[config.mk]
export PLATFORM = sky130hd
export DESIGN_NAME = cacheCfg_flat
export DESIGN_NICKNAME = d
export VERILOG_FILES = /design/src/design/cache_pkg.sv /design/src/design/cacheIfs.sv /design/src/design/cacheCfg.sv /design/src/flat_wrapper.sv
export VERILOG_INCLUDE_DIRS = /design/src /design/src/design
export SDC_FILE = /design/constraint.sdc
export NUM_CORES = 1
export LEC_CHECK = 0
export ABC_AREA = 0
export BUFFER_PORTS_ARGS = -buffer_cell sky130_fd_sc_hd__buf_4
export CAP_MARGIN = 25
export CORE_MARGIN = 2
export CORE_UTILIZATION = 45
export DETAILED_ROUTE_END_ITERATION = 10
export PLACE_DENSITY = 0.78
export RECOVER_POWER = 100
export SLEW_MARGIN = 20
export SYNTH_ARGS = -nofsm -noshare
export SYNTH_HDL_FRONTEND = slang
export SYNTH_SLANG_ARGS = --single-unit
export TNS_END_PERCENT = 20
[constraint.sdc]
create_clock -name clk -period 3.59 [get_ports clk]
set_input_delay 0.5385 -clock clk [delete_from_list [all_inputs] [get_ports clk]]
set_output_delay 0.5385 -clock clk [all_outputs]
set_load 0.02 [all_outputs]
[src/design/cache_defines.svh]
`ifndef CACHE_DEFINES_SVH
`define CACHE_DEFINES_SVH

// address and data widths
`define ADDR_W 32
`define WORD_W 64
`define LINE_W 256

// address split: tag | index | offset
`define OFFSET_W 5
`define INDEX_W 6
`define TAG_W 21

// cache geometry
`define SETS 64
// 64-bit words per line
`define BEATS 4

`endif

[src/design/cache_pkg.sv]
`include "cache_defines.svh"

package cache_pkg;

  // address and data
  typedef logic [`ADDR_W-1:0] addrT;
  typedef logic [`WORD_W-1:0] wordT;
  typedef logic [`LINE_W-1:0] lineT;

  // address fields
  typedef logic [`TAG_W-1:0] tagT;
  typedef logic [`INDEX_W-1:0] indexT;

  // configuration port
  typedef logic [1:0] cfgAddrT;
  typedef logic [31:0] cfgDataT;

  // lookup controller states
  typedef enum logic [2:0] {
    stIdle,
    stCompare,
    stRefill,
    stRespond,
    stFlush
  } ctrlStateT;

endpackage

[src/design/cacheIfs.sv]


// control bits toward the controller, event pulses back
interface cfgIf;
  logic enable;
  logic invalidate;
  logic hitEvt;
  logic missEvt;
  logic flushDone;

  modport cfg (
    output enable,
    output invalidate,
    input  hitEvt,
    input  missEvt,
    input  flushDone
  );

  modport ctrl (
    input  enable,
    input  invalidate,
    output hitEvt,
    output missEvt,
    output flushDone
  );

endinterface

[src/design/cacheCfg.sv]
`timescale 1ns/1ns

module cacheCfg (
  input  logic               clk,
  input  logic               rst_n,
  input  logic               cfgWe_i,
  input  cache_pkg::cfgAddrT cfgAddr_i,
  input  cache_pkg::cfgDataT cfgWdata_i,
  output cache_pkg::cfgDataT cfgRdata_o,
  cfgIf.cfg                  cfg
);
  import cache_pkg::*;

  localparam cfgAddrT CtrlReg = 2'd0;
  localparam cfgAddrT HitReg = 2'd1;
  localparam cfgAddrT MissReg = 2'd2;

  logic    enableQ;
  logic    invPending;
  cfgDataT hitCnt;
  cfgDataT missCnt;

  always_ff @(posedge clk or negedge rst_n) begin
    if (!rst_n) begin
      enableQ <= 1'b1;
      invPending <= 1'b0;
      hitCnt <= '0;
      missCnt <= '0;
    end else begin
      if (cfg.flushDone) begin
        invPending <= 1'b0;
      end
      // a fresh invalidate request wins over a finishing flush
      if (cfgWe_i && cfgAddr_i == CtrlReg) begin
        enableQ <= cfgWdata_i[0];
        if (cfgWdata_i[1]) begin
          invPending <= 1'b1;
        end
      end
      // writing a counter clears it
      if (cfgWe_i && cfgAddr_i == HitReg) begin
        hitCnt <= '0;
      end else if (cfg.hitEvt) begin
        hitCnt <= hitCnt + 1'b1;
      end
      if (cfgWe_i && cfgAddr_i == MissReg) begin
        missCnt <= '0;
      end else if (cfg.missEvt) begin
        missCnt <= missCnt + 1'b1;
      end
    end
  end

  assign cfg.enable = enableQ;
  assign cfg.invalidate = invPending;

  always_comb begin
    case (cfgAddr_i)
      CtrlReg: cfgRdata_o = {30'b0, invPending, enableQ};
      HitReg:  cfgRdata_o = hitCnt;
      MissReg: cfgRdata_o = missCnt;
      default: cfgRdata_o = '0;
    endcase
  end

endmodule

[src/flat_wrapper.sv]
// flat-port wrapper written by rule: the top's interface ports become plain ports
module cacheCfg_flat import cache_pkg::*;
  (clk, rst_n, cfgWe_i, cfgAddr_i, cfgWdata_i, cfgRdata_o, cfg_enable, cfg_invalidate, cfg_hitEvt, cfg_missEvt, cfg_flushDone);
  cfgIf cfg_i ();
  input  logic clk;
  input  logic rst_n;
  input  logic cfgWe_i;
  input  cache_pkg::cfgAddrT cfgAddr_i;
  input  cache_pkg::cfgDataT cfgWdata_i;
  output cache_pkg::cfgDataT cfgRdata_o;
  output wire logic [$bits(cfg_i.enable)-1:0] cfg_enable;
  output wire logic [$bits(cfg_i.invalidate)-1:0] cfg_invalidate;
  input wire logic [$bits(cfg_i.hitEvt)-1:0] cfg_hitEvt;
  input wire logic [$bits(cfg_i.missEvt)-1:0] cfg_missEvt;
  input wire logic [$bits(cfg_i.flushDone)-1:0] cfg_flushDone;
  assign cfg_enable = cfg_i.enable;
  assign cfg_invalidate = cfg_i.invalidate;
  assign cfg_i.hitEvt = cfg_hitEvt;
  assign cfg_i.missEvt = cfg_missEvt;
  assign cfg_i.flushDone = cfg_flushDone;
  cacheCfg u_core (.clk(clk), .rst_n(rst_n), .cfgWe_i(cfgWe_i), .cfgAddr_i(cfgAddr_i), .cfgWdata_i(cfgWdata_i), .cfgRdata_o(cfgRdata_o), .cfg(cfg_i));
endmodule
# Yosys cells after proc, flatten, opt, wreduce, memory -nomap -nowiden
# Index checks and enable logic that the tools add are counted.
# word_totals
elab_cells	22
latchBits	0
out_inout_bits	34
inputBits	40
ram_bits	0
n_memories	0
romBits	0
ff_bits	66
# op_classes
div	0
n_mul	0
n_eq_ne	2
shift	0
reduce_logical	6
n_mux	8
n_addsub	2
order_cmp	0
bitwise	0
# ops
cell	n
$mux W32	4
$pmux W32 S3	1
$add A32 B1 Y32 const B	2
$reduce_bool A2 Y1	2
$logic_and A1 B1 Y1	3
$mux W1	3
$eq A2 B1 Y1 const B	1
$eq A2 B2 Y1 const B	1
$logic_not A2 Y1	1

# Logic depth before layout (Yosys ltp)
# Gate-level depths: netlist of run 1.
# logic_depth
depth_word	3
depth_mapped	8

# Worst setup path before layout of run 1
# OpenSTA, ideal clock, no wires.
# synth_timing
path_kind	input to output
from	in cfgAddr_i[0]
to	out cfgRdata_o[10]
slack_ps	1476
path_stages	4
t_arrival_ps	1576
path_buffers	2
cell_sequence	clkbuf_1 nor2b_1 clkbuf_1 a22o_1
# synth_via
elab_chain_cells	2
elab_cells_between_ends	4
classes_between	eq/ne: 2; mux: 1; reduce/logical: 1
# synth_lines
item	line	text
start, declared	flat_wrapper.sv:8	input cache_pkg::cfgAddrT cfgAddr_i;
$eq A2 B2 Y1 (tied with other cells)	cacheCfg.sv:58	case (cfgAddr_i)
$pmux W32 S3 (*)	cacheCfg.sv:58	
end, declared	flat_wrapper.sv:10	output cache_pkg::cfgDataT cfgRdata_o;
# Mark *: on every way between the ends. The rest lies on a longest branch, timed or not.

# Final worst setup path of run 1
# layout_timing
from	in cfgAddr_i[1]
to	reg u_core.hitCnt[20]
# layout_via
elab_chain_cells	3
elab_cells_between_ends	4
classes_between	eq/ne: 1; mux: 1; reduce/logical: 2
# layout_lines
item	line	text
$eq A2 B1 Y1 (*)	cacheCfg.sv:41	if (cfgWe_i && cfgAddr_i == HitReg) begin
$logic_and A1 B1 Y1 (*)	cacheCfg.sv:41	
$mux W32 or $reduce_bool A2 Y1 (tied branches)	-	
end signal, assigned	cacheCfg.sv:44	hitCnt <= hitCnt + 1'b1;
end, declared	cacheCfg.sv:20	cfgDataT hitCnt;
# Marks and branches as above.
# A chain may end at the register's enable or synchronous reset.

==> flow_summary.json, run 1 <==
{
  "area_growth_pct": 10.5,
  "ys_ff_latch": 66,
  "timing.hold.ws_ps": 360,
  "clk_pin_slew_ps": 70,
  "boundaryPins": 74,
  "dr.pass1.iters": 5,
  "critical_path_arrival_ps": 3020,
  "htreeDepth": 3,
  "fin_crit_ps": 2760,
  "die_y_um": 96.4,
  "end_kind": "flop",
  "syn_inst": 421,
  "yosys_warnings": 0,
  "num_rows": 33,
  "setup_tns_ps": 0,
  "diodes": 0,
  "drtAntennaViolNets": 0,
  "synth_edf_count": 0,
  "hold_path.class": "in -> reg",
  "maxSlewHeadroom_pct": -11.8,
  "synthFlopType": "dfrtp_1",
  "fin_util_pct": 51.4,
  "cts_root_buffer": "clkbuf_8",
  "nets": 489,
  "p_leak_uw": 0.00166,
  "skew_ps": 9.78,
  "critPathKind": "in -> reg",
  "placed_area_um2": 4200,
  "hold_viol": 0,
  "numCtsBuffers": 9,
  "grt_pass1_wl_um": 16300,
  "wirelength_um": 9920,
  "status": "finished, violations left",
  "clock_latency_ps": 360,
  "post_cts_resized": 0,
  "async_reset_ff_share_pct": 100,
  "setup_slack_ps": 825,
  "fin_area_um2": 4250,
  "reg2reg_depth": 4,
  "drtIter0Drc": 171,
  "worst_slew_pin_slew_ps": 1680,
  "drc_errors": 0,
  "layout-drive-gt1-share_pct": 6.64,
  "synth_area_per_cell_um2": 9.12,
  "drt-vias-per-instance": 6.42,
  "crit_required_ps": 3850,
  "grt.total_usage_pct": 22.7,
  "ys_top_cells_by_area": "dfrtp_1, a22o_1, or4_1",
  "die_area_um2": 9290,
  "max-cap-violations": 1,
  "yosysUniqueCellTypes": 40,
  "syn_nets": 463,
  "min_path_cells": 2,
  "die_x_um": 96.4,
  "postCtsHoldBufs": 0,
  "grt_max_degree": 67,
  "cts_tree": "yes",
  "yosysSeqAreaShare_pct": 43.0,
  "place_ws_ps": 1160,
  "start_util_pct": 46.5,
  "grt_overflow": 0,
  "fp.coreArea_um2": 8260,
  "portBuffers": 43,
  "finalMaxSlewViolations": 67,
  "max_freq_mhz": 362,
  "post-cts-setup-buffer-count": 0,
  "place_congestion": 0.857,
  "grt_pass1_vias": 3339,
  "rsz0062_at_grt": "false",
  "finalCritPeriodShare_pct": 77.0,
  "wl_per_cell_um": 17.8,
  "vias": 3577,
  "violations": "capacitance limit, slew limit",
  "clockBufferDepth": 2,
  "start_kind": "input port",
  "yosysTopAreaCell": "dfrtp_1",
  "netlist_area_um2": 3840,
  "cp_max_fo": 30,
  "antenna_found_initial": 0,
  "cts_sinks": 66,
  "powerDensity_nw_per_um2": 394,
  "synth_top_area_share_pct": 42.3,
  "finalSetupViolations": 0,
  "irDropWorstVdd_mv": 0.286,
  "dp_hpwl_um": 6900
}
-- critical path: stages --
cell	delay, ps
clkbuf_1	150
and3b_1	230
clkbuf_1	1010
o211ai_1	420
or4_1	510
a21oi_1	150
-- registers in the layout, indices dropped and copies added, names as in the netlist --
| name | flops |
|---|---|
| u_core.cfg.enable | 1 |
| u_core.cfg.invalidate | 1 |
| u_core.missCnt | 32 |
| u_core.hitCnt | 32 |
-- through the flow --
| stage | total power, µW | std cells |
|---|---|---|
| floorplan | 1010 | 421 |
| global placement | 1100 | 541 |
| detailed placement | 1110 | 541 |
| CTS | 1690 | 557 |
| global route | 1740 | 557 |
| finish | 1670 | 557 |
-- final cells by class --
type	count	area (µm²)
Fill cell	810	4010
Multi-Input combinational cell	318	2040
Sequential cell	66	1650
Timing Repair Buffer	47	223
Clock buffer	14	173
Tap cell	105	131
Inverter	5	18.8
Clock inverter	2	10.0
-- cell families after synthesis --
logic type	synth area share [%]
xor gates and xnor gates	5.47
buffers and inverters	4.01
AOI/OAI and AO/OA	17.9
and+or+nand+nor	26.2
muxes	2.74
adders and majority gates	0.651
DFF	43.0
-- final timing paths --
path                                            start                     to  slack (ps)
worst max-delay path                     cfgAddr_i[1]      u_core.hitCnt[20]         830
min in group asynchronous                       rst_n      u_core.hitCnt[29]         610
worst min-delay path                    cfg_flushDone  u_core.cfg.invalidate         360
worst min register to register  u_core.cfg.invalidate  u_core.cfg.invalidate         560
max in group asynchronous                       rst_n     u_core.missCnt[12]        1970
worst max register to register     u_core.missCnt[11]     u_core.missCnt[30]        1130
-- cells in the mapped netlist, types with 6 or more instances --
master,count
nand2_1,34
nand3_1,28
nor2_1,28
a22o_1,30
or4_1,26
o31ai_1,23
a21oi_1,31
dfrtp_1,65
xnor2_1,14
mux2i_1,6
nor4_1,13
and4_1,7
nand4_1,13
o21ai_0,9
clkbuf_1,24
or3_1,9
xor2_1,10
and3_1,9
-- per-layer routing --
metal / GRT usage [%] / wire, µm
met5: 0 / 0
met4: 5.05 / 69
met3: 6.67 / 750
met2: 36.1 / 4730
met1: 30.8 / 4380
-- report_power, final --
group	internal [µW]	total, µW	switching [µW]
sequential	791	866	75.4
combinational	84.5	217	132
clock	306	591	285
total	1180	1670	493
-- cell usage in the layout (no fill, tap or decap), types with 4 or more instances in the layout --
master / n
nand3_1: 28
nand4_1: 13
clkbuf_8: 12
xor2_1: 10
xnor2_1: 14
nor2_1: 28
and4_1: 7
or3_1: 9
and3_1: 9
clkbuf_1: 36
nand2_1: 34
a21oi_1: 31
nor2b_1: 4
nor4_1: 13
dfrtp_1: 65
inv_1: 5
o21ai_0: 9
o31ai_1: 23
mux2i_1: 6
or4_1: 26
buf_4: 12
a22o_1: 30
Note: power is estimated with default switching activity, not from simulation.
==> inputs of run 2 (changes only) <==
==> constraint.sdc (replaced) <==
create_clock -name clk -period 2.7 [get_ports clk]
set_input_delay 0.405 -clock clk [delete_from_list [all_inputs] [get_ports clk]]
set_output_delay 0.405 -clock clk [all_outputs]
set_load 0.02 [all_outputs]
==> run 2 against run 1 <==
The run still ends with capacitance limit, slew limit left. Sequential power rose by 33%. Clock power is 45% higher. Design area rose by 0.50%. First-iteration DRC count increased by 54%. Hold slack got worse by 130 ps. Largest cell class unchanged. Die area unchanged.
==> flow_summary.json, run 2 (synthesis gave the netlist of run 1 again) <==
{
  "status": "finished, violations left",
  "violations": "capacitance limit, slew limit",
  "crit_required_ps": 2940,
  "cts_root_buffer": "clkbuf_8",
  "diodes": 0,
  "post_cts_resized": 0,
  "powerDensity_nw_per_um2": 538,
  "antenna_found_initial": 0,
  "reg.largest.list": "u_core.hitCnt: 32 flops, u_core.missCnt: 32 flops",
  "grt.total_usage_pct": 22.8,
  "maxSlewHeadroom_pct": -14.1,
  "num_rows": 33,
  "setup_tns_ps": 0,
  "post-cts-setup-buffer-count": 0,
  "drt-vias-per-instance": 6.31,
  "fin_util_pct": 51.7,
  "worst_slew_pin_slew_ps": 1710,
  "nets": 491,
  "fin_crit_ps": 2370,
  "postCtsHoldBufs": 0,
  "p_clk_share_pct": 37.2,
  "most-common-layout-cells": "dfrtp_1, clkbuf_1, nand2_1",
  "htreeDepth": 3,
  "die_x_um": 96.4,
  "max_freq_mhz": 423,
  "drc_errors": 0,
  "crit_slowest_cell": "or4_1",
  "die_area_um2": 9290,
  "finalSetupViolations": 0,
  "start_kind": "flop",
  "cts_tree": "yes",
  "dr.pass1.iters": 5,
  "vias": 3530,
  "p_sw_uw": 658,
  "boundaryPins": 74,
  "drtAntennaViolNets": 0,
  "critPathKind": "reg -> reg",
  "power_uw": 2300,
  "portBuffers": 43,
  "dp_hpwl_um": 6830,
  "clock_latency_ps": 350,
  "irDropWorstVdd_mv": 0.472,
  "finalCritPeriodShare_pct": 87.6,
  "rsz0062_at_grt": "false",
  "start_util_pct": 46.5,
  "die_y_um": 96.4,
  "drtIter0Drc": 263,
  "max-cap-violations": 1,
  "place_congestion": 0.876,
  "wl_per_cell_um": 17.8,
  "final_common_cell": "dfrtp_1",
  "numCtsBuffers": 9,
  "end_kind": "flop",
  "critical_path.cell_chain": "nand4_1, or4_1, clkbuf_2, or3b_1, mux2_1",
  "hold_path.class": "in -> reg",
  "finalMaxSlewViolations": 67,
  "cts_sinks": 66,
  "hold_viol": 0,
  "area_growth_pct": 11.1,
  "p_leak_uw": 0.00167,
  "cp_max_fo": 27,
  "p_seq_share_pct": 50.1,
  "wirelength_um": 9940,
  "power_frac_comb_pct": 12.6,
  "power.internal_uw": 1640,
  "skew_ps": 8.33,
  "layout-drive-gt1-share_pct": 6.61,
  "fp.coreArea_um2": 8260,
  "clockBufferDepth": 2,
  "grt_overflow": 0,
  "switching_share_pct": 28.6,
  "critPathMaxStageDelay_ps": 530,
  "grt_max_degree": 67,
  "grt_pass1_vias": 3239,
  "clk_pin_slew_ps": 70,
  "grt_pass1_wl_um": 16100,
  "critical_path_arrival_ps": 2600
}
==> run 2: changes by cell type in the layout (fill, tap and decap cells not counted), sizes merged <==
cell	delta
clkbuf	+3
buf	-1
bufinv	+1
clkinv	-1
==> run 2: worst paths after layout <==
check	start	endpoint	slack, ps	cells after the start
min in group asynchronous	rst_n	u_core.hitCnt[28]	490	1
worst max-delay path	u_core.missCnt[11]	u_core.missCnt[30]	330	5
worst min-delay path	cfg_flushDone	u_core.cfg.invalidate	230	2
max in group asynchronous	rst_n	u_core.hitCnt[6]	1180	1
worst max register to register	u_core.missCnt[11]	u_core.missCnt[30]	330	5
worst min register to register	u_core.cfg.invalidate	u_core.cfg.invalidate	550	2
==> run 2: per-layer routing <==
| layer | vias up | part of all wire (%) | track usage (%) |
|---|---|---|---|
| met2 | 125 | 47 | 35.6 |
| met3 | 14 | 6.8 | 5.35 |
| met1 | 1741 | 45 | 31.7 |
| met4 | 0 | 1.3 | 6.92 |
| met5 | - | 0 | 0 |
| li1 | 1650 | - | - |
==> run 2: worst max-delay path: cells and delay by family (launching register included) <==
kind | cells | cell delay (ps)
and+or+nand+nor | 3 | 1140
muxes | 1 | 310
DFF | 1 | 470
buffers and inverters | 1 | 320
==> run 2: area by class of cell <==
type | count | area [µm²]
Clock buffer | 14 | 163
Timing Repair Buffer | 49 | 229
Sequential cell | 66 | 1650
Fill cell | 800 | 3990
Clock inverter | 2 | 35.0
Tap cell | 105 | 131
Multi-Input combinational cell | 318 | 2040
Inverter | 5 | 18.8
==> run 2: per-stage QoR <==
stage               hold WS [ps]  setup slack (ps)  instances  cell area (µm²)
floorplan                    109               637        421             3840
global placement             541               471        543             4210
detailed placement           549               433        543             4210
CTS                          189               399        559             4410
global route                 228               231        559             4270
finish                       230               334        559             4270
==> run 2: power groups by stage <==
stage | Sequential, µW | Clock (µW) | Combinational, µW
floorplan | 1150 | 0 | 198
global placement | 1160 | 0 | 299
detailed placement | 1170 | 0 | 307
CTS | 1150 | 866 | 311
global route | 1160 | 921 | 324
finish | 1150 | 855 | 290
