$ cat config.mk
export PLATFORM = sky130hd
export DESIGN_NAME = refillUnit_flat
export DESIGN_NICKNAME = d
export VERILOG_FILES = /design/src/design/cache_pkg.sv /design/src/design/cacheIfs.sv /design/src/design/refillUnit.sv /design/src/flat_wrapper.sv
export VERILOG_INCLUDE_DIRS = /design/src /design/src/design
export SDC_FILE = /design/constraint.sdc
export NUM_CORES = 1
export LEC_CHECK = 0
export ABC_AREA = 1
export BUFFER_PORTS_ARGS = -buffer_cell sky130_fd_sc_hd__buf_4
export CORE_AREA = 3 3 158 160
export DETAILED_ROUTE_END_ITERATION = 8
export DIE_AREA = 0 0 161 163
export GPL_ROUTABILITY_DRIVEN = 0
export PLACE_DENSITY = 0.73
export SLEW_MARGIN = 30
export SYNTH_ARGS = -nofsm -noshare
export SYNTH_HDL_FRONTEND = slang
export SYNTH_SLANG_ARGS = --single-unit
$ cat constraint.sdc
create_clock -name clk -period 6.4 [get_ports clk]
set_input_delay 1.28 -clock clk [delete_from_list [all_inputs] [get_ports clk]]
set_output_delay 1.28 -clock clk [all_outputs]
set_load 0.1 [all_outputs]
$ cat src/design/cache_defines.svh
`ifndef CACHE_DEFINES_SVH
`define CACHE_DEFINES_SVH

// address and data widths
`define ADDR_W 32
`define WORD_W 64
`define LINE_W 256

// address split: tag | index | offset
`define OFFSET_W 5
`define INDEX_W 6
`define TAG_W 21

// cache geometry
`define SETS 64
// 64-bit words per line
`define BEATS 4

`endif

$ cat src/design/cache_pkg.sv
`include "cache_defines.svh"

package cache_pkg;

  // address and data
  typedef logic [`ADDR_W-1:0] addrT;
  typedef logic [`WORD_W-1:0] wordT;
  typedef logic [`LINE_W-1:0] lineT;

  // address fields
  typedef logic [`TAG_W-1:0] tagT;
  typedef logic [`INDEX_W-1:0] indexT;

  // configuration port
  typedef logic [1:0] cfgAddrT;
  typedef logic [31:0] cfgDataT;

  // lookup controller states
  typedef enum logic [2:0] {
    stIdle,
    stCompare,
    stRefill,
    stRespond,
    stFlush
  } ctrlStateT;

endpackage

$ cat src/design/cacheIfs.sv
`timescale 1ns/1ns

// line refill request from the controller to the memory sequencer
interface refillIf;
  import cache_pkg::*;

  // single-cycle pulse, only while no refill is outstanding
  logic start;
  // any address inside the wanted line
  addrT lineAddr;
  // single-cycle pulse, line is valid with it
  logic done;
  lineT line;

  modport ctrl (
    output start,
    output lineAddr,
    input  done,
    input  line
  );

  modport refill (
    input  start,
    input  lineAddr,
    output done,
    output line
  );

endinterface


$ cat src/design/refillUnit.sv
`timescale 1ns/1ns
`include "cache_defines.svh"

module refillUnit (
  input  logic            clk,
  input  logic            rst_n,
  refillIf.refill         rf,
  output logic            memRdValid_o,
  output cache_pkg::addrT memAddr_o,
  input  logic            memRdDataValid_i,
  input  logic            memRdLast_i,
  input  cache_pkg::wordT memRdData_i
);
  import cache_pkg::*;

  localparam int BeatW = $clog2(`BEATS);

  logic [BeatW-1:0] beatCnt;
  lineT             lineQ;
  logic             doneQ;
  logic             beatTaken;

  // a beat only counts while our request is up
  assign beatTaken = memRdValid_o && memRdDataValid_i;

  always_ff @(posedge clk or negedge rst_n) begin
    if (!rst_n) begin
      memRdValid_o <= 1'b0;
      beatCnt <= '0;
      doneQ <= 1'b0;
    end else begin
      // done follows the last beat by one cycle
      doneQ <= beatTaken && memRdLast_i;
      if (rf.start) begin
        memRdValid_o <= 1'b1;
        beatCnt <= '0;
      end else if (beatTaken) begin
        beatCnt <= beatCnt + 1'b1;
        if (memRdLast_i) begin
          memRdValid_o <= 1'b0;
        end
      end
    end
  end

  // request address, offset cleared
  always_ff @(posedge clk) begin
    if (rf.start) begin
      memAddr_o <= {rf.lineAddr[`ADDR_W-1:`OFFSET_W], {`OFFSET_W{1'b0}}};
    end
  end

  // beat 0 lands in the lowest word
  always_ff @(posedge clk) begin
    if (beatTaken) begin
      lineQ[beatCnt*`WORD_W +: `WORD_W] <= memRdData_i;
    end
  end

  // line holds until the next refill starts
  assign rf.done = doneQ;
  assign rf.line = lineQ;

endmodule

$ cat src/flat_wrapper.sv
// flat-port wrapper written by rule: the top's interface ports become plain ports
module refillUnit_flat import cache_pkg::*;
  (clk, rst_n, memRdValid_o, memAddr_o, memRdDataValid_i, memRdLast_i, memRdData_i, rf_start, rf_lineAddr, rf_done, rf_line);
  refillIf rf_i ();
  input  logic clk;
  input  logic rst_n;
  output logic memRdValid_o;
  output cache_pkg::addrT memAddr_o;
  input  logic memRdDataValid_i;
  input  logic memRdLast_i;
  input  cache_pkg::wordT memRdData_i;
  input wire logic [$bits(rf_i.start)-1:0] rf_start;
  input wire logic [$bits(rf_i.lineAddr)-1:0] rf_lineAddr;
  output wire logic [$bits(rf_i.done)-1:0] rf_done;
  output wire logic [$bits(rf_i.line)-1:0] rf_line;
  assign rf_i.start = rf_start;
  assign rf_i.lineAddr = rf_lineAddr;
  assign rf_done = rf_i.done;
  assign rf_line = rf_i.line;
  refillUnit u_core (.clk(clk), .rst_n(rst_n), .rf(rf_i), .memRdValid_o(memRdValid_o), .memAddr_o(memAddr_o), .memRdDataValid_i(memRdDataValid_i), .memRdLast_i(memRdLast_i), .memRdData_i(memRdData_i));
endmodule
== After elaboration in Yosys (flattened, before gate mapping) ==
Cells that the tools add are included.

* Flip-flop bits (word level): 287
* Input port bits: 101
* Output and inout port bits: 290
* Word-level logic and storage cells: 20

* Add/subtract/negate cells: 2
* Shift operators: 2
* Multiplexer cells: 6
* Reduce and logical (&&, ||, !) cells: 5

{| class="wikitable"
|+ Operator list
! operator !! count
|-
| 256-bit bitwise mux || 1
|-
| 64-bit by 34-bit variable shift with 256-bit output, first input constant || 1
|-
| 64-bit by 34-bit indexed part select with 256-bit output || 1
|-
| 8-bit negator with 34-bit output || 1
|-
| 2-bit 2-to-1 mux || 2
|-
| 2-bit nonzero test || 2
|-
| 1-bit 2-to-1 mux || 3
|-
| 2-bit by 1-bit adder with 2-bit output, second input constant || 1
|-
| 1-bit logical AND || 2
|-
| 2-bit AND reduction || 1
|}

== Depth between registers and ports, before layout ==
Gate-level depths: netlist of run 1.

* Depth after elaboration: 3
* Mapped depth: 8
* Gate-level depth less buffers: 6

== Worst setup path after synthesis of run 1 ==
No wires, ideal clock.

* Path type: input to register
* From: input memRdDataValid_i
* To: register u_core.lineQ[0], in the netlist u_core.rf.line[0], enable pin
* Library setup time: 487 ps
* Arrival time: 4144 ps
* Path slack: 1769 ps
* Stages: 2
* Path buffers: 0
* Cell sequence: nand2_1 -> nor2_1

* Cells in the longest elaborated chain, start to end: 1

{| class="wikitable"
|+ Ends and longest elaborated chain
! item !! line !! source
|-
| start: declaration || flat_wrapper.sv:9 || <nowiki>input logic memRdDataValid_i;</nowiki>
|-
| 1-bit logical AND || refillUnit.sv:24 || <nowiki>assign beatTaken = memRdValid_o && memRdDataValid_i;</nowiki>
|-
| end signal: indexed assignment || refillUnit.sv:56 || <nowiki>lineQ[beatCnt*`WORD_W +: `WORD_W] <= memRdData_i;</nowiki>
|-
| end: declaration || refillUnit.sv:19 || <nowiki>lineT lineQ;</nowiki>
|}

No other way between the ends.
A chain may end at the register's enable or synchronous reset.

== Worst setup path after layout of run 1 ==
* From: input memRdDataValid_i
* To: register u_core.lineQ[234], in the netlist u_core.rf.line[234], enable pin

The elaborated chain is that of the path after synthesis.

==> results of run 1 <==
[kinds of logic after synthesis]
group	after synthesis
adders and majority gates	5
buffers and inverters	73
DFF	287
other	1
and+or+nand+nor	409
[metal layers]
metal | wire length [um] | vias up
li1 | - | 3410
met1 | 10900 | 3644
met2 | 15800 | 445
met3 | 3300 | 78
met4 | 1160 | 0
met5 | 0 | -
[power groups by stage]
stage / combinational, W / sequential [W] / clock [W]
2_1_floorplan: 0.000340 / 0.00302 / 0
3_3_place_gp: 0.00143 / 0.00228 / 0
3_5_place_dp: 0.00144 / 0.00228 / 0
4_1_cts: 0.00145 / 0.00224 / 0.00175
5_1_grt: 0.00151 / 0.00225 / 0.00181
6_report: 0.00145 / 0.00224 / 0.00172
[layout make-up]
class                           count  area [sq um]  area share [%]
Sequential cell                   287          8600            58.1
Timing Repair Buffer              393          2990            20.2
Multi-Input combinational cell    419          1760            11.9
Clock buffer                       31           733            4.95
Tap cell                          319           399            2.70
Clock inverter                     22           240            1.62
Inverter                           22          82.6           0.558
[registers in the layout, summed over array words and instances, names as in the netlist]
name,cells
u_core.rf.line,256
u_core.beatCnt,2
u_core.memRdValid_o,1
u_core.rf.done,1
u_core.memAddr_o,27
[worst paths after layout]
path	from	to	slack, ns	cells past startpoint
min	rst_n	u_core.memRdValid_o$_DFFE_PN0P_	0.53	1
max reg2reg	u_core.beatCnt[0]$_DFFE_PN0P_	u_core.rf.line[231]$_DFFE_PP_	3.71	6
min reg2reg	u_core.memRdValid_o$_DFFE_PN0P_	u_core.memRdValid_o$_DFFE_PN0P_	0.54	2
min in group clk	u_core.memRdValid_o$_DFFE_PN0P_	u_core.memRdValid_o$_DFFE_PN0P_	0.54	2
max in group asynchronous	rst_n	u_core.beatCnt[1]$_DFFE_PN0P_	5.77	1
max	memRdDataValid_i	u_core.rf.line[234]$_DFFE_PP_	3.46	4
[Yosys cell counts]
cell type / number / area [sq um]
buf_2: 33 / 165
buf_4: 6 / 45.0
buf_6: 2 / 22.5
clkbuf_1: 10 / 37.5
conb_1: 1 / 3.75
dfrtp_1: 4 / 100
edfxtp_1: 283 / 8500
ha_1: 5 / 62.6
inv_1: 18 / 67.6
inv_2: 4 / 15.0
nand2_1: 75 / 282
nand2_2: 1 / 6.26
nand3_1: 70 / 350
nor2_1: 257 / 965
nor3_1: 6 / 30.0
[metrics by stage]
| step | hold WS (ns) | total power, W | instances | worst slack (ns) |
|---|---|---|---|---|
| after global routing | 0.506 | 0.00557 | 1493 | 3.31 |
| after detailed placement | 0.523 | 0.00373 | 1439 | 2.85 |
| after floorplan | 0.525 | 0.00336 | 779 | 1.77 |
| after global placement | 0.506 | 0.00371 | 1438 | 2.83 |
| after CTS | 0.505 | 0.00544 | 1492 | 3.41 |
| final | 0.532 | 0.00541 | 1493 | 3.46 |
[critical path, stage by stage]
cell	delay (ns)
buf_4	0.08
nand2_1	0.27
nor2_4	0.82
buf_4	0.62
==> impl_metrics.py, run 1 <==
metrics = {
    "final_layout": {
        "final_nets": 1258,
        "final_util_pct": 62.9,
        "layout_common_cells": "391 x buf_4, 283 x edfxtp_1, 252 x nor2_1, 75 x nand2_1, 67 x nand3_1",
        "final.fill_count": 1818,
        "stdcell_area_sq_um": 14800,
        "final_common_cell": "buf_4",
        "drive_gt1_share_pct": 38.8,
        "num_antenna_cells": 0,
        "synthToLayoutAreaGrowth_pct": 39.0,
    },
    "placement": {
        "hpwlAfterDp_um": 20500,
        "dpl_cell_area_sq_um": 13800,
        "io_buffer_count": 380,
    },
    "floorplanning": {
        "die_area_sq_um": 26200,
        "die_w_um": 161,
        "io_pins": 391,
        "die_h_um": 163,
        "start_util_pct": 45.2,
        "row_count": 56,
        "core_area_sq_um": 23500,
    },
    "global_routing": {
        "grt_start_max_net_pins": 67,
        "grt_pass1_vias": 7581,
        "grt_util_all_layers_pct": 22.8,
        "grt-busiest-layer": "met2",
        "grt_pass1_wl_um": 45500,
        "grtUsageMet2_pct": 40.1,
        "antenna_found_initial": 0,
        "met1_usage_pct": 26.2,
        "met3_usage_pct": 7.12,
        "overflow": 0,
    },
    "drt": {
        "drc": 0,
        "wl_per_cell_um": 20.8,
        "vias": 7577,
        "wl_um": 31100,
        "avgViaCountPerCell": 5.08,
        "dr.first_iter.drc_count": 518,
        "postRouteAntennaNets": 0,
        "dr.pass1.iters": 5,
    },
    "worst_setup_path": {
        "critPathMaxFanout": 39,
        "crit_arrival_ns": 3.10,
        "cp_data_required_time_ns": 6.57,
        "end_kind": "flip-flop",
        "critical_path_class": "input pin to flip-flop",
        "start_kind": "input pin",
    },
    "clock_network": {
        "clk_path_buf_depth": 3,
        "clk_pin_slew_ns": 0.06,
        "hold_buffers": 0,
        "clkSinkCount": 287,
        "h-tree-depth": 1,
        "cts_made_buffers": 29,
        "cts_tree": "done",
        "cts.repair.resized": 0,
        "post_cts_buffers": 0,
        "clkLatencyLatePin_ns": 0.53,
        "root_buffer": "clkbuf_16",
    },
    "power_and_ir_drop": {
        "power_leakage_nw": 6.02,
        "combinationalPowerShare_pct": 26.7,
        "cellInternalPower_w": 0.00348,
        "seqPwrFrac_pct": 41.4,
        "switching_share_pct": 35.6,
        "p_clk_share_pct": 31.8,
        "p_sw_w": 0.00193,
        "power.density_nw_per_um2": 365,
        "irDropWorstVdd_mv": 0.287,
    },
    "synth": {
        "synth_compound_area_share_pct": 0,
        "synth_area_per_cell_sq_um": 13.7,
        "synth-xor-area-share_pct": 0,
        "ys_ff_latch": 287,
        "postSynthCellCount": 775,
        "yosysSeqAreaShare_pct": 80.7,
        "synth_fa_ha_area_share_pct": 0.587,
        "synth.distinct_cells": 15,
        "syn-cell-area_sq_um": 10700,
        "synth_top_family_by_area": "simple AND/OR/NAND/NOR gates",
        "synth.area.mux_share_pct": 0,
        "yosys.area_share.simple_pct": 15.3,
        "yosys_warnings": 0,
    },
    "sta": {
        "slew_headroom_pct": 37.5,
        "max_freq_mhz": 341,
        "rsz0062_at_grt": "no",
        "hold_viol": 0,
        "period_needed_ns": 2.94,
        "tns_ns": 0,
        "tightest_slew_ns": 0.935,
        "fin_crit_sh_pct": 45.9,
        "skew_ns": 0.00614,
        "setup_viol": 0,
        "drv_slew": 0,
    },
    "status": {
        "outcome": "finished clean",
    },
    "worst_hold_path": {
        "hold_class": "input pin to async pin",
    },
    "job": {
        "drv_cap": 0,
    },
}
No activity file was read; power rests on OpenSTA's default activity.
==> run 2, diff against run 1 <==
Settings changed: CORE_AREA 3 3 158 160 to 3 3 160 162, DIE_AREA 0 0 161 163 to 0 0 163 165, PLACE_DENSITY 0.73 to 0.75.
Clock period 6.4 ns to 2.7 ns, I/O delays scaled along.
==> run 2 against run 1 <==
  * Clock-buffer cell count increased by 2
  * Wire length decreased by 1.2%
  * Die area increased by 2.5%
  * Critical endpoint is now u_core.rf.line[242]$_DFFE_PP_
  * Power increased by 130%
  * Largest cell class unchanged
  * Via count increased by 0.21%
  * Clock power increased by 110%
  * Design area about the same
  * Utilization decreased by 1.9 points
  * Non-clock buffer count increased by 8
  * Highest routed layer unchanged
  * Sequential power increased by 140%
  * First-iteration DRC count increased by 30%
  * Combinational power increased by 140%
==> impl_metrics.py, run 2 (same netlist as run 1, synthesis figures left out) <==
metrics = {
    "floorplanning": {
        "row_count": 57,
        "die_w_um": 163,
        "die_area_sq_um": 26900,
        "die_h_um": 165,
        "io_pins": 391,
        "core_area_sq_um": 24200,
        "start_util_pct": 43.9,
    },
    "power_and_ir_drop": {
        "p_sw_w": 0.00456,
        "combinationalPowerShare_pct": 28.1,
        "p_clk_share_pct": 29.3,
        "p_total_w": 0.0125,
        "switching_share_pct": 36.5,
        "irDropWorstVdd_mv": 0.694,
        "power_leakage_nw": 5.99,
        "cellInternalPower_w": 0.00793,
        "power.density_nw_per_um2": 844,
        "seqPwrFrac_pct": 42.5,
    },
    "final_layout": {
        "drive_gt1_share_pct": 38.3,
        "largest_register_ffs": 256,
        "multi_input_area_sq_um": 1780,
        "final_common_cell": "buf_4",
        "num_antenna_cells": 0,
        "synthToLayoutAreaGrowth_pct": 39.0,
        "seq_area_sq_um": 8600,
        "final_nets": 1266,
        "layout_common_cells": "396 x buf_4, 283 x edfxtp_1, 253 x nor2_1, 75 x nand2_1, 67 x nand3_1",
        "final_util_pct": 61.0,
        "final.fill_count": 1831,
    },
    "sta": {
        "skew_ns": 0.0107,
        "fin_ws_ns": 0.575,
        "tightest_slew_ns": 0.540,
        "fin_crit_sh_pct": 78.7,
        "period_needed_ns": 2.13,
        "slew_headroom_pct": 64.0,
        "max_freq_mhz": 471,
        "rsz0062_at_grt": "no",
        "setup_viol": 0,
        "hold_viol": 0,
        "hold-worst-slack_ns": 0.169,
        "drv_slew": 0,
        "tns_ns": 0,
    },
    "global_routing": {
        "grtUsageMet2_pct": 38.0,
        "antenna_found_initial": 0,
        "grt_util_all_layers_pct": 21.9,
        "met1_usage_pct": 25.4,
        "grt_start_max_net_pins": 67,
        "overflow": 0,
        "grt-busiest-layer": "met2",
        "grt_pass1_wl_um": 44700,
        "met3_usage_pct": 6.17,
        "grt_pass1_vias": 7849,
    },
    "worst_setup_path": {
        "crit_top_cell": "inv_2",
        "critical_path_depth": 6,
        "crit_family": "buffers and inverters",
        "reg2reg_slack_ns": 0.57,
        "cp_slowest_cell": "dfrtp_1",
        "crit_start": "u_core.beatCnt[0]$_DFFE_PN0P_",
        "r2r_cells": 6,
        "timing.rr.start": "u_core.beatCnt[0]$_DFFE_PN0P_",
        "critPathMaxFanout": 36,
        "cp_cell_sequence": "inv_2 > ha_4 > inv_2 > nand3_4 > buf_4 > nor2_1",
        "critPathMaxStageDelay_ns": 0.58,
        "start_kind": "flip-flop",
        "end_kind": "flip-flop",
        "rr_endpoint": "u_core.rf.line[242]$_DFFE_PP_",
        "critical_path_class": "flip-flop to flip-flop",
        "path_buf_inv": 3,
        "cp_data_required_time_ns": 2.97,
        "crit_end": "u_core.rf.line[242]$_DFFE_PP_",
        "crit_arrival_ns": 2.40,
    },
    "drt": {
        "avgViaCountPerCell": 5.05,
        "dr.pass1.iters": 6,
        "dr.first_iter.drc_count": 673,
        "postRouteAntennaNets": 0,
        "drc": 0,
        "wl_um": 30700,
        "vias": 7593,
        "wl_per_cell_um": 20.4,
    },
    "clock_network": {
        "cts_tree": "done",
        "clkLatencyLatePin_ns": 0.55,
        "clkSinkCount": 287,
        "root_buffer": "clkbuf_16",
        "clk_pin_slew_ns": 0.06,
        "clk_path_buf_depth": 3,
        "h-tree-depth": 1,
        "cts.repair.resized": 0,
        "cts_made_buffers": 29,
    },
    "job": {
        "drv_cap": 0,
    },
    "placement": {
        "hpwlAfterDp_um": 19800,
        "dp_slack_ns": 0.560,
        "io_buffer_count": 380,
    },
    "worst_hold_path": {
        "hold_class": "input pin to flip-flop",
    },
    "status": {
        "outcome": "finished clean",
    },
}
run 2: cell types whose count changed in the layout (fill, tap and decap cells not counted), moves of 2 or more:
cell        change
bufinv_16       -4
buf_16          -2
buf_4           +5
clkinvlp_4      +3
clkbuf_1        +2
clkinv_4        -2
clkinv_1        +8
clkinv_2        -9
buf_12          +4
run 2: metal layers:
layer	vias to the layer above	share of wire, %
li1	3419	-
met1	3596	35
met2	481	50
met3	97	10
met4	0	4.8
met5	-	0
run 2: final cells by class:
| cell class | count | share of cell area [%] |
|---|---|---|
| clock buffer | 33 | 5.00 |
| clock inverter | 19 | 0.879 |
| inverter | 22 | 0.558 |
| multi-input combinational | 419 | 12.0 |
| sequential | 287 | 58.1 |
| tap | 324 | 2.74 |
| timing repair buffer | 401 | 20.7 |
run 2: worst min-delay path by stage:
stage	startpoint	endpoint	slack (ns)	cells after the start
2_1_floorplan	rst_n	u_core.beatCnt[0]$_DFFE_PN0P_	0.24	0
3_3_place_gp	rst_n	u_core.rf.done$_DFF_PN0_	0.34	1
3_5_place_dp	rst_n	u_core.rf.done$_DFF_PN0_	0.34	1
4_1_cts	rf_lineAddr[6]	u_core.memAddr_o[6]$_DFFE_PP_	0.14	1
5_1_grt	rf_lineAddr[19]	u_core.memAddr_o[19]$_DFFE_PP_	0.14	1
6_report	rf_lineAddr[31]	u_core.memAddr_o[31]$_DFFE_PP_	0.17	1
run 2: timing repair:
item                                   CTS  global route
endpoints found under the hold margin    4             0
hold buffers                             1             0
buffers inserted                         0             0
run 2: power by group through the flow:
stage	clock, W	combinational [W]	sequential [W]
after floorplan	0	0.000817	0.00715
after global placement	0	0.00348	0.00540
after detailed placement	0	0.00352	0.00541
after CTS	0.00373	0.00353	0.00532
after global routing	0.00391	0.00366	0.00534
final	0.00366	0.00352	0.00531
run 2: stage by stage:
stage / cells / area, sq um
detailed placement: 1452 / 13900
CTS: 1505 / 14800
finish: 1505 / 14800
floorplan: 779 / 10700
global placement: 1452 / 13900
global route: 1505 / 14800
==> run 3, diff against run 2 <==
Clock period 2.7 ns to 1.9 ns, I/O delays scaled along.
==> run 3 against run 2 <==
  * Setup slack got worse by 0.44 ns
  * Cell count grew 1.6%
  * Fmax up 20%
  * Via count rose by 1.5%
  * Power increased by 46%
  * Global-route usage increased by 0.44 points
==> impl_metrics.py, run 3 (same netlist as run 1, synthesis figures left out) <==
metrics = {
    "status": {
        "outcome": "finished clean",
    },
    "sta": {
        "drv_slew": 0,
        "fin_crit_sh_pct": 93.0,
        "hold_viol": 0,
        "slew_headroom_pct": 52.3,
        "tightest_slew_ns": 0.715,
        "setup_viol": 0,
        "period_needed_ns": 1.77,
        "max_freq_mhz": 566,
        "rsz0062_at_grt": "no",
        "skew_ns": 0.0135,
        "fin_ws_ns": 0.132,
    },
    "drt": {
        "drc": 0,
        "dr.first_iter.drc_count": 688,
        "postRouteAntennaNets": 0,
        "dr.pass1.iters": 5,
        "vias": 7705,
        "wl_um": 31300,
        "avgViaCountPerCell": 5.04,
        "wl_per_cell_um": 20.5,
    },
    "global_routing": {
        "grt_pass1_wl_um": 45400,
        "grt_pass1_vias": 7864,
        "grt_start_max_net_pins": 56,
        "grt_util_all_layers_pct": 22.4,
        "overflow": 0,
        "antenna_found_initial": 2,
    },
    "clock_network": {
        "clkLatencyLatePin_ns": 0.54,
        "clkSinkCount": 287,
        "clk_pin_slew_ns": 0.06,
        "cts.repair.resized": 0,
        "cts_tree": "done",
        "cts_made_buffers": 29,
        "root_buffer": "clkbuf_16",
        "h-tree-depth": 1,
        "clk_path_buf_depth": 3,
    },
    "final_layout": {
        "multi_input_area_sq_um": 1790,
        "synthToLayoutAreaGrowth_pct": 43.0,
        "final_nets": 1289,
        "seq_area_sq_um": 8600,
        "num_antenna_cells": 0,
        "drive_gt1_share_pct": 38.8,
        "largest_register_ffs": 256,
        "final.fill_count": 1846,
        "layout_common_cells": "395 x buf_4, 283 x edfxtp_1, 252 x nor2_1, 74 x nand2_1, 67 x nand3_1",
        "final_common_cell": "buf_4",
    },
    "floorplanning": {
        "die_h_um": 165,
        "die_w_um": 163,
        "io_pins": 391,
        "row_count": 57,
        "die_area_sq_um": 26900,
        "start_util_pct": 43.9,
        "core_area_sq_um": 24200,
    },
    "worst_setup_path": {
        "cp_data_required_time_ns": 2.29,
        "critical_path_class": "flip-flop to flip-flop",
        "crit_arrival_ns": 2.16,
        "end_kind": "flip-flop",
        "critPathMaxFanout": 27,
        "start_kind": "flip-flop",
    },
    "worst_hold_path": {
        "hold_class": "input pin to flip-flop",
    },
    "job": {
        "drv_cap": 0,
    },
    "power_and_ir_drop": {
        "power_leakage_nw": 6.18,
        "p_total_w": 0.0182,
        "irDropWorstVdd_mv": 0.860,
        "power.density_nw_per_um2": 1190,
    },
    "placement": {
        "dp_slack_ns": 0.151,
        "io_buffer_count": 380,
        "hpwlAfterDp_um": 20800,
    },
}
run 3: report_power, final:
| part | leakage [nW] | internal, W | switching [W] |
|---|---|---|---|
| combinational | 2.93 | 0.00106 | 0.00411 |
| clock | 0.437 | 0.00318 | 0.00230 |
| sequential | 2.81 | 0.00743 | 0.000114 |
run 3: metrics by stage:
step	setup TNS, ns	instance area [sq um]	std cells	hold slack (ns)	util [%]
floorplan	-61.97	10700	779	0.0844	-
global placement	0	14200	1464	0.181	58.5
detailed placement	0	14200	1464	0.183	58.5
CTS	0	15200	1529	0.000147	62.8
global route	0	15200	1529	0.00352	62.8
finish	0	15200	1529	0.0257	62.8
run 3: critical path, cell delays in order (launching register included):
cell,delay (ns)
dfrtp_1,0.46
inv_8,0.03
ha_1,0.22
buf_4,0.15
inv_2,0.05
buf_4,0.33
nand2_1,0.21
nor2_1,0.14
run 3: per-layer routing:
layer,part of all wire [%],wire [um],track usage (%),vias up
met5,0.11,34,0,-
met4,3.6,1120,9.27,4
met3,9.5,2970,5.09,82
met2,51,16000,39.4,440
met1,36,11200,26.6,3712
li1,-,-,-,3467
run 3: what timing repair did:
action,in CTS,in global routing
buffers inserted,0,0
hold buffers,12,0
hold endpoints to repair,15,0
run 3: path summary, 6_finish.rpt:
kind,slack [ns],to,startpoint,depth (start not counted)
worst max-delay path,0.13,u_core.rf.line[164]$_DFFE_PP_,u_core.beatCnt[0]$_DFFE_PN0P_,7
worst min register to register,0.61,u_core.memRdValid_o$_DFFE_PN0P_,u_core.memRdValid_o$_DFFE_PN0P_,2
worst max register to register,0.13,u_core.rf.line[164]$_DFFE_PP_,u_core.beatCnt[0]$_DFFE_PN0P_,7
worst min-delay path,0.03,u_core.memAddr_o[23]$_DFFE_PP_,rf_lineAddr[23],1
max in group asynchronous,1.60,u_core.memRdValid_o$_DFFE_PN0P_,rst_n,2
min in group asynchronous,0.18,u_core.rf.done$_DFF_PN0_,rst_n,2
run 3: final cells by class:
| type | count | share of cell area, % |
|---|---|---|
| repair buffers | 424 | 22.5 |
| inverters | 22 | 0.592 |
| clock inverters | 21 | 1.14 |
| flip-flops and latches | 287 | 56.5 |
| multi-input cells | 419 | 11.8 |
| well taps | 324 | 2.66 |
| clock buffers | 32 | 4.84 |
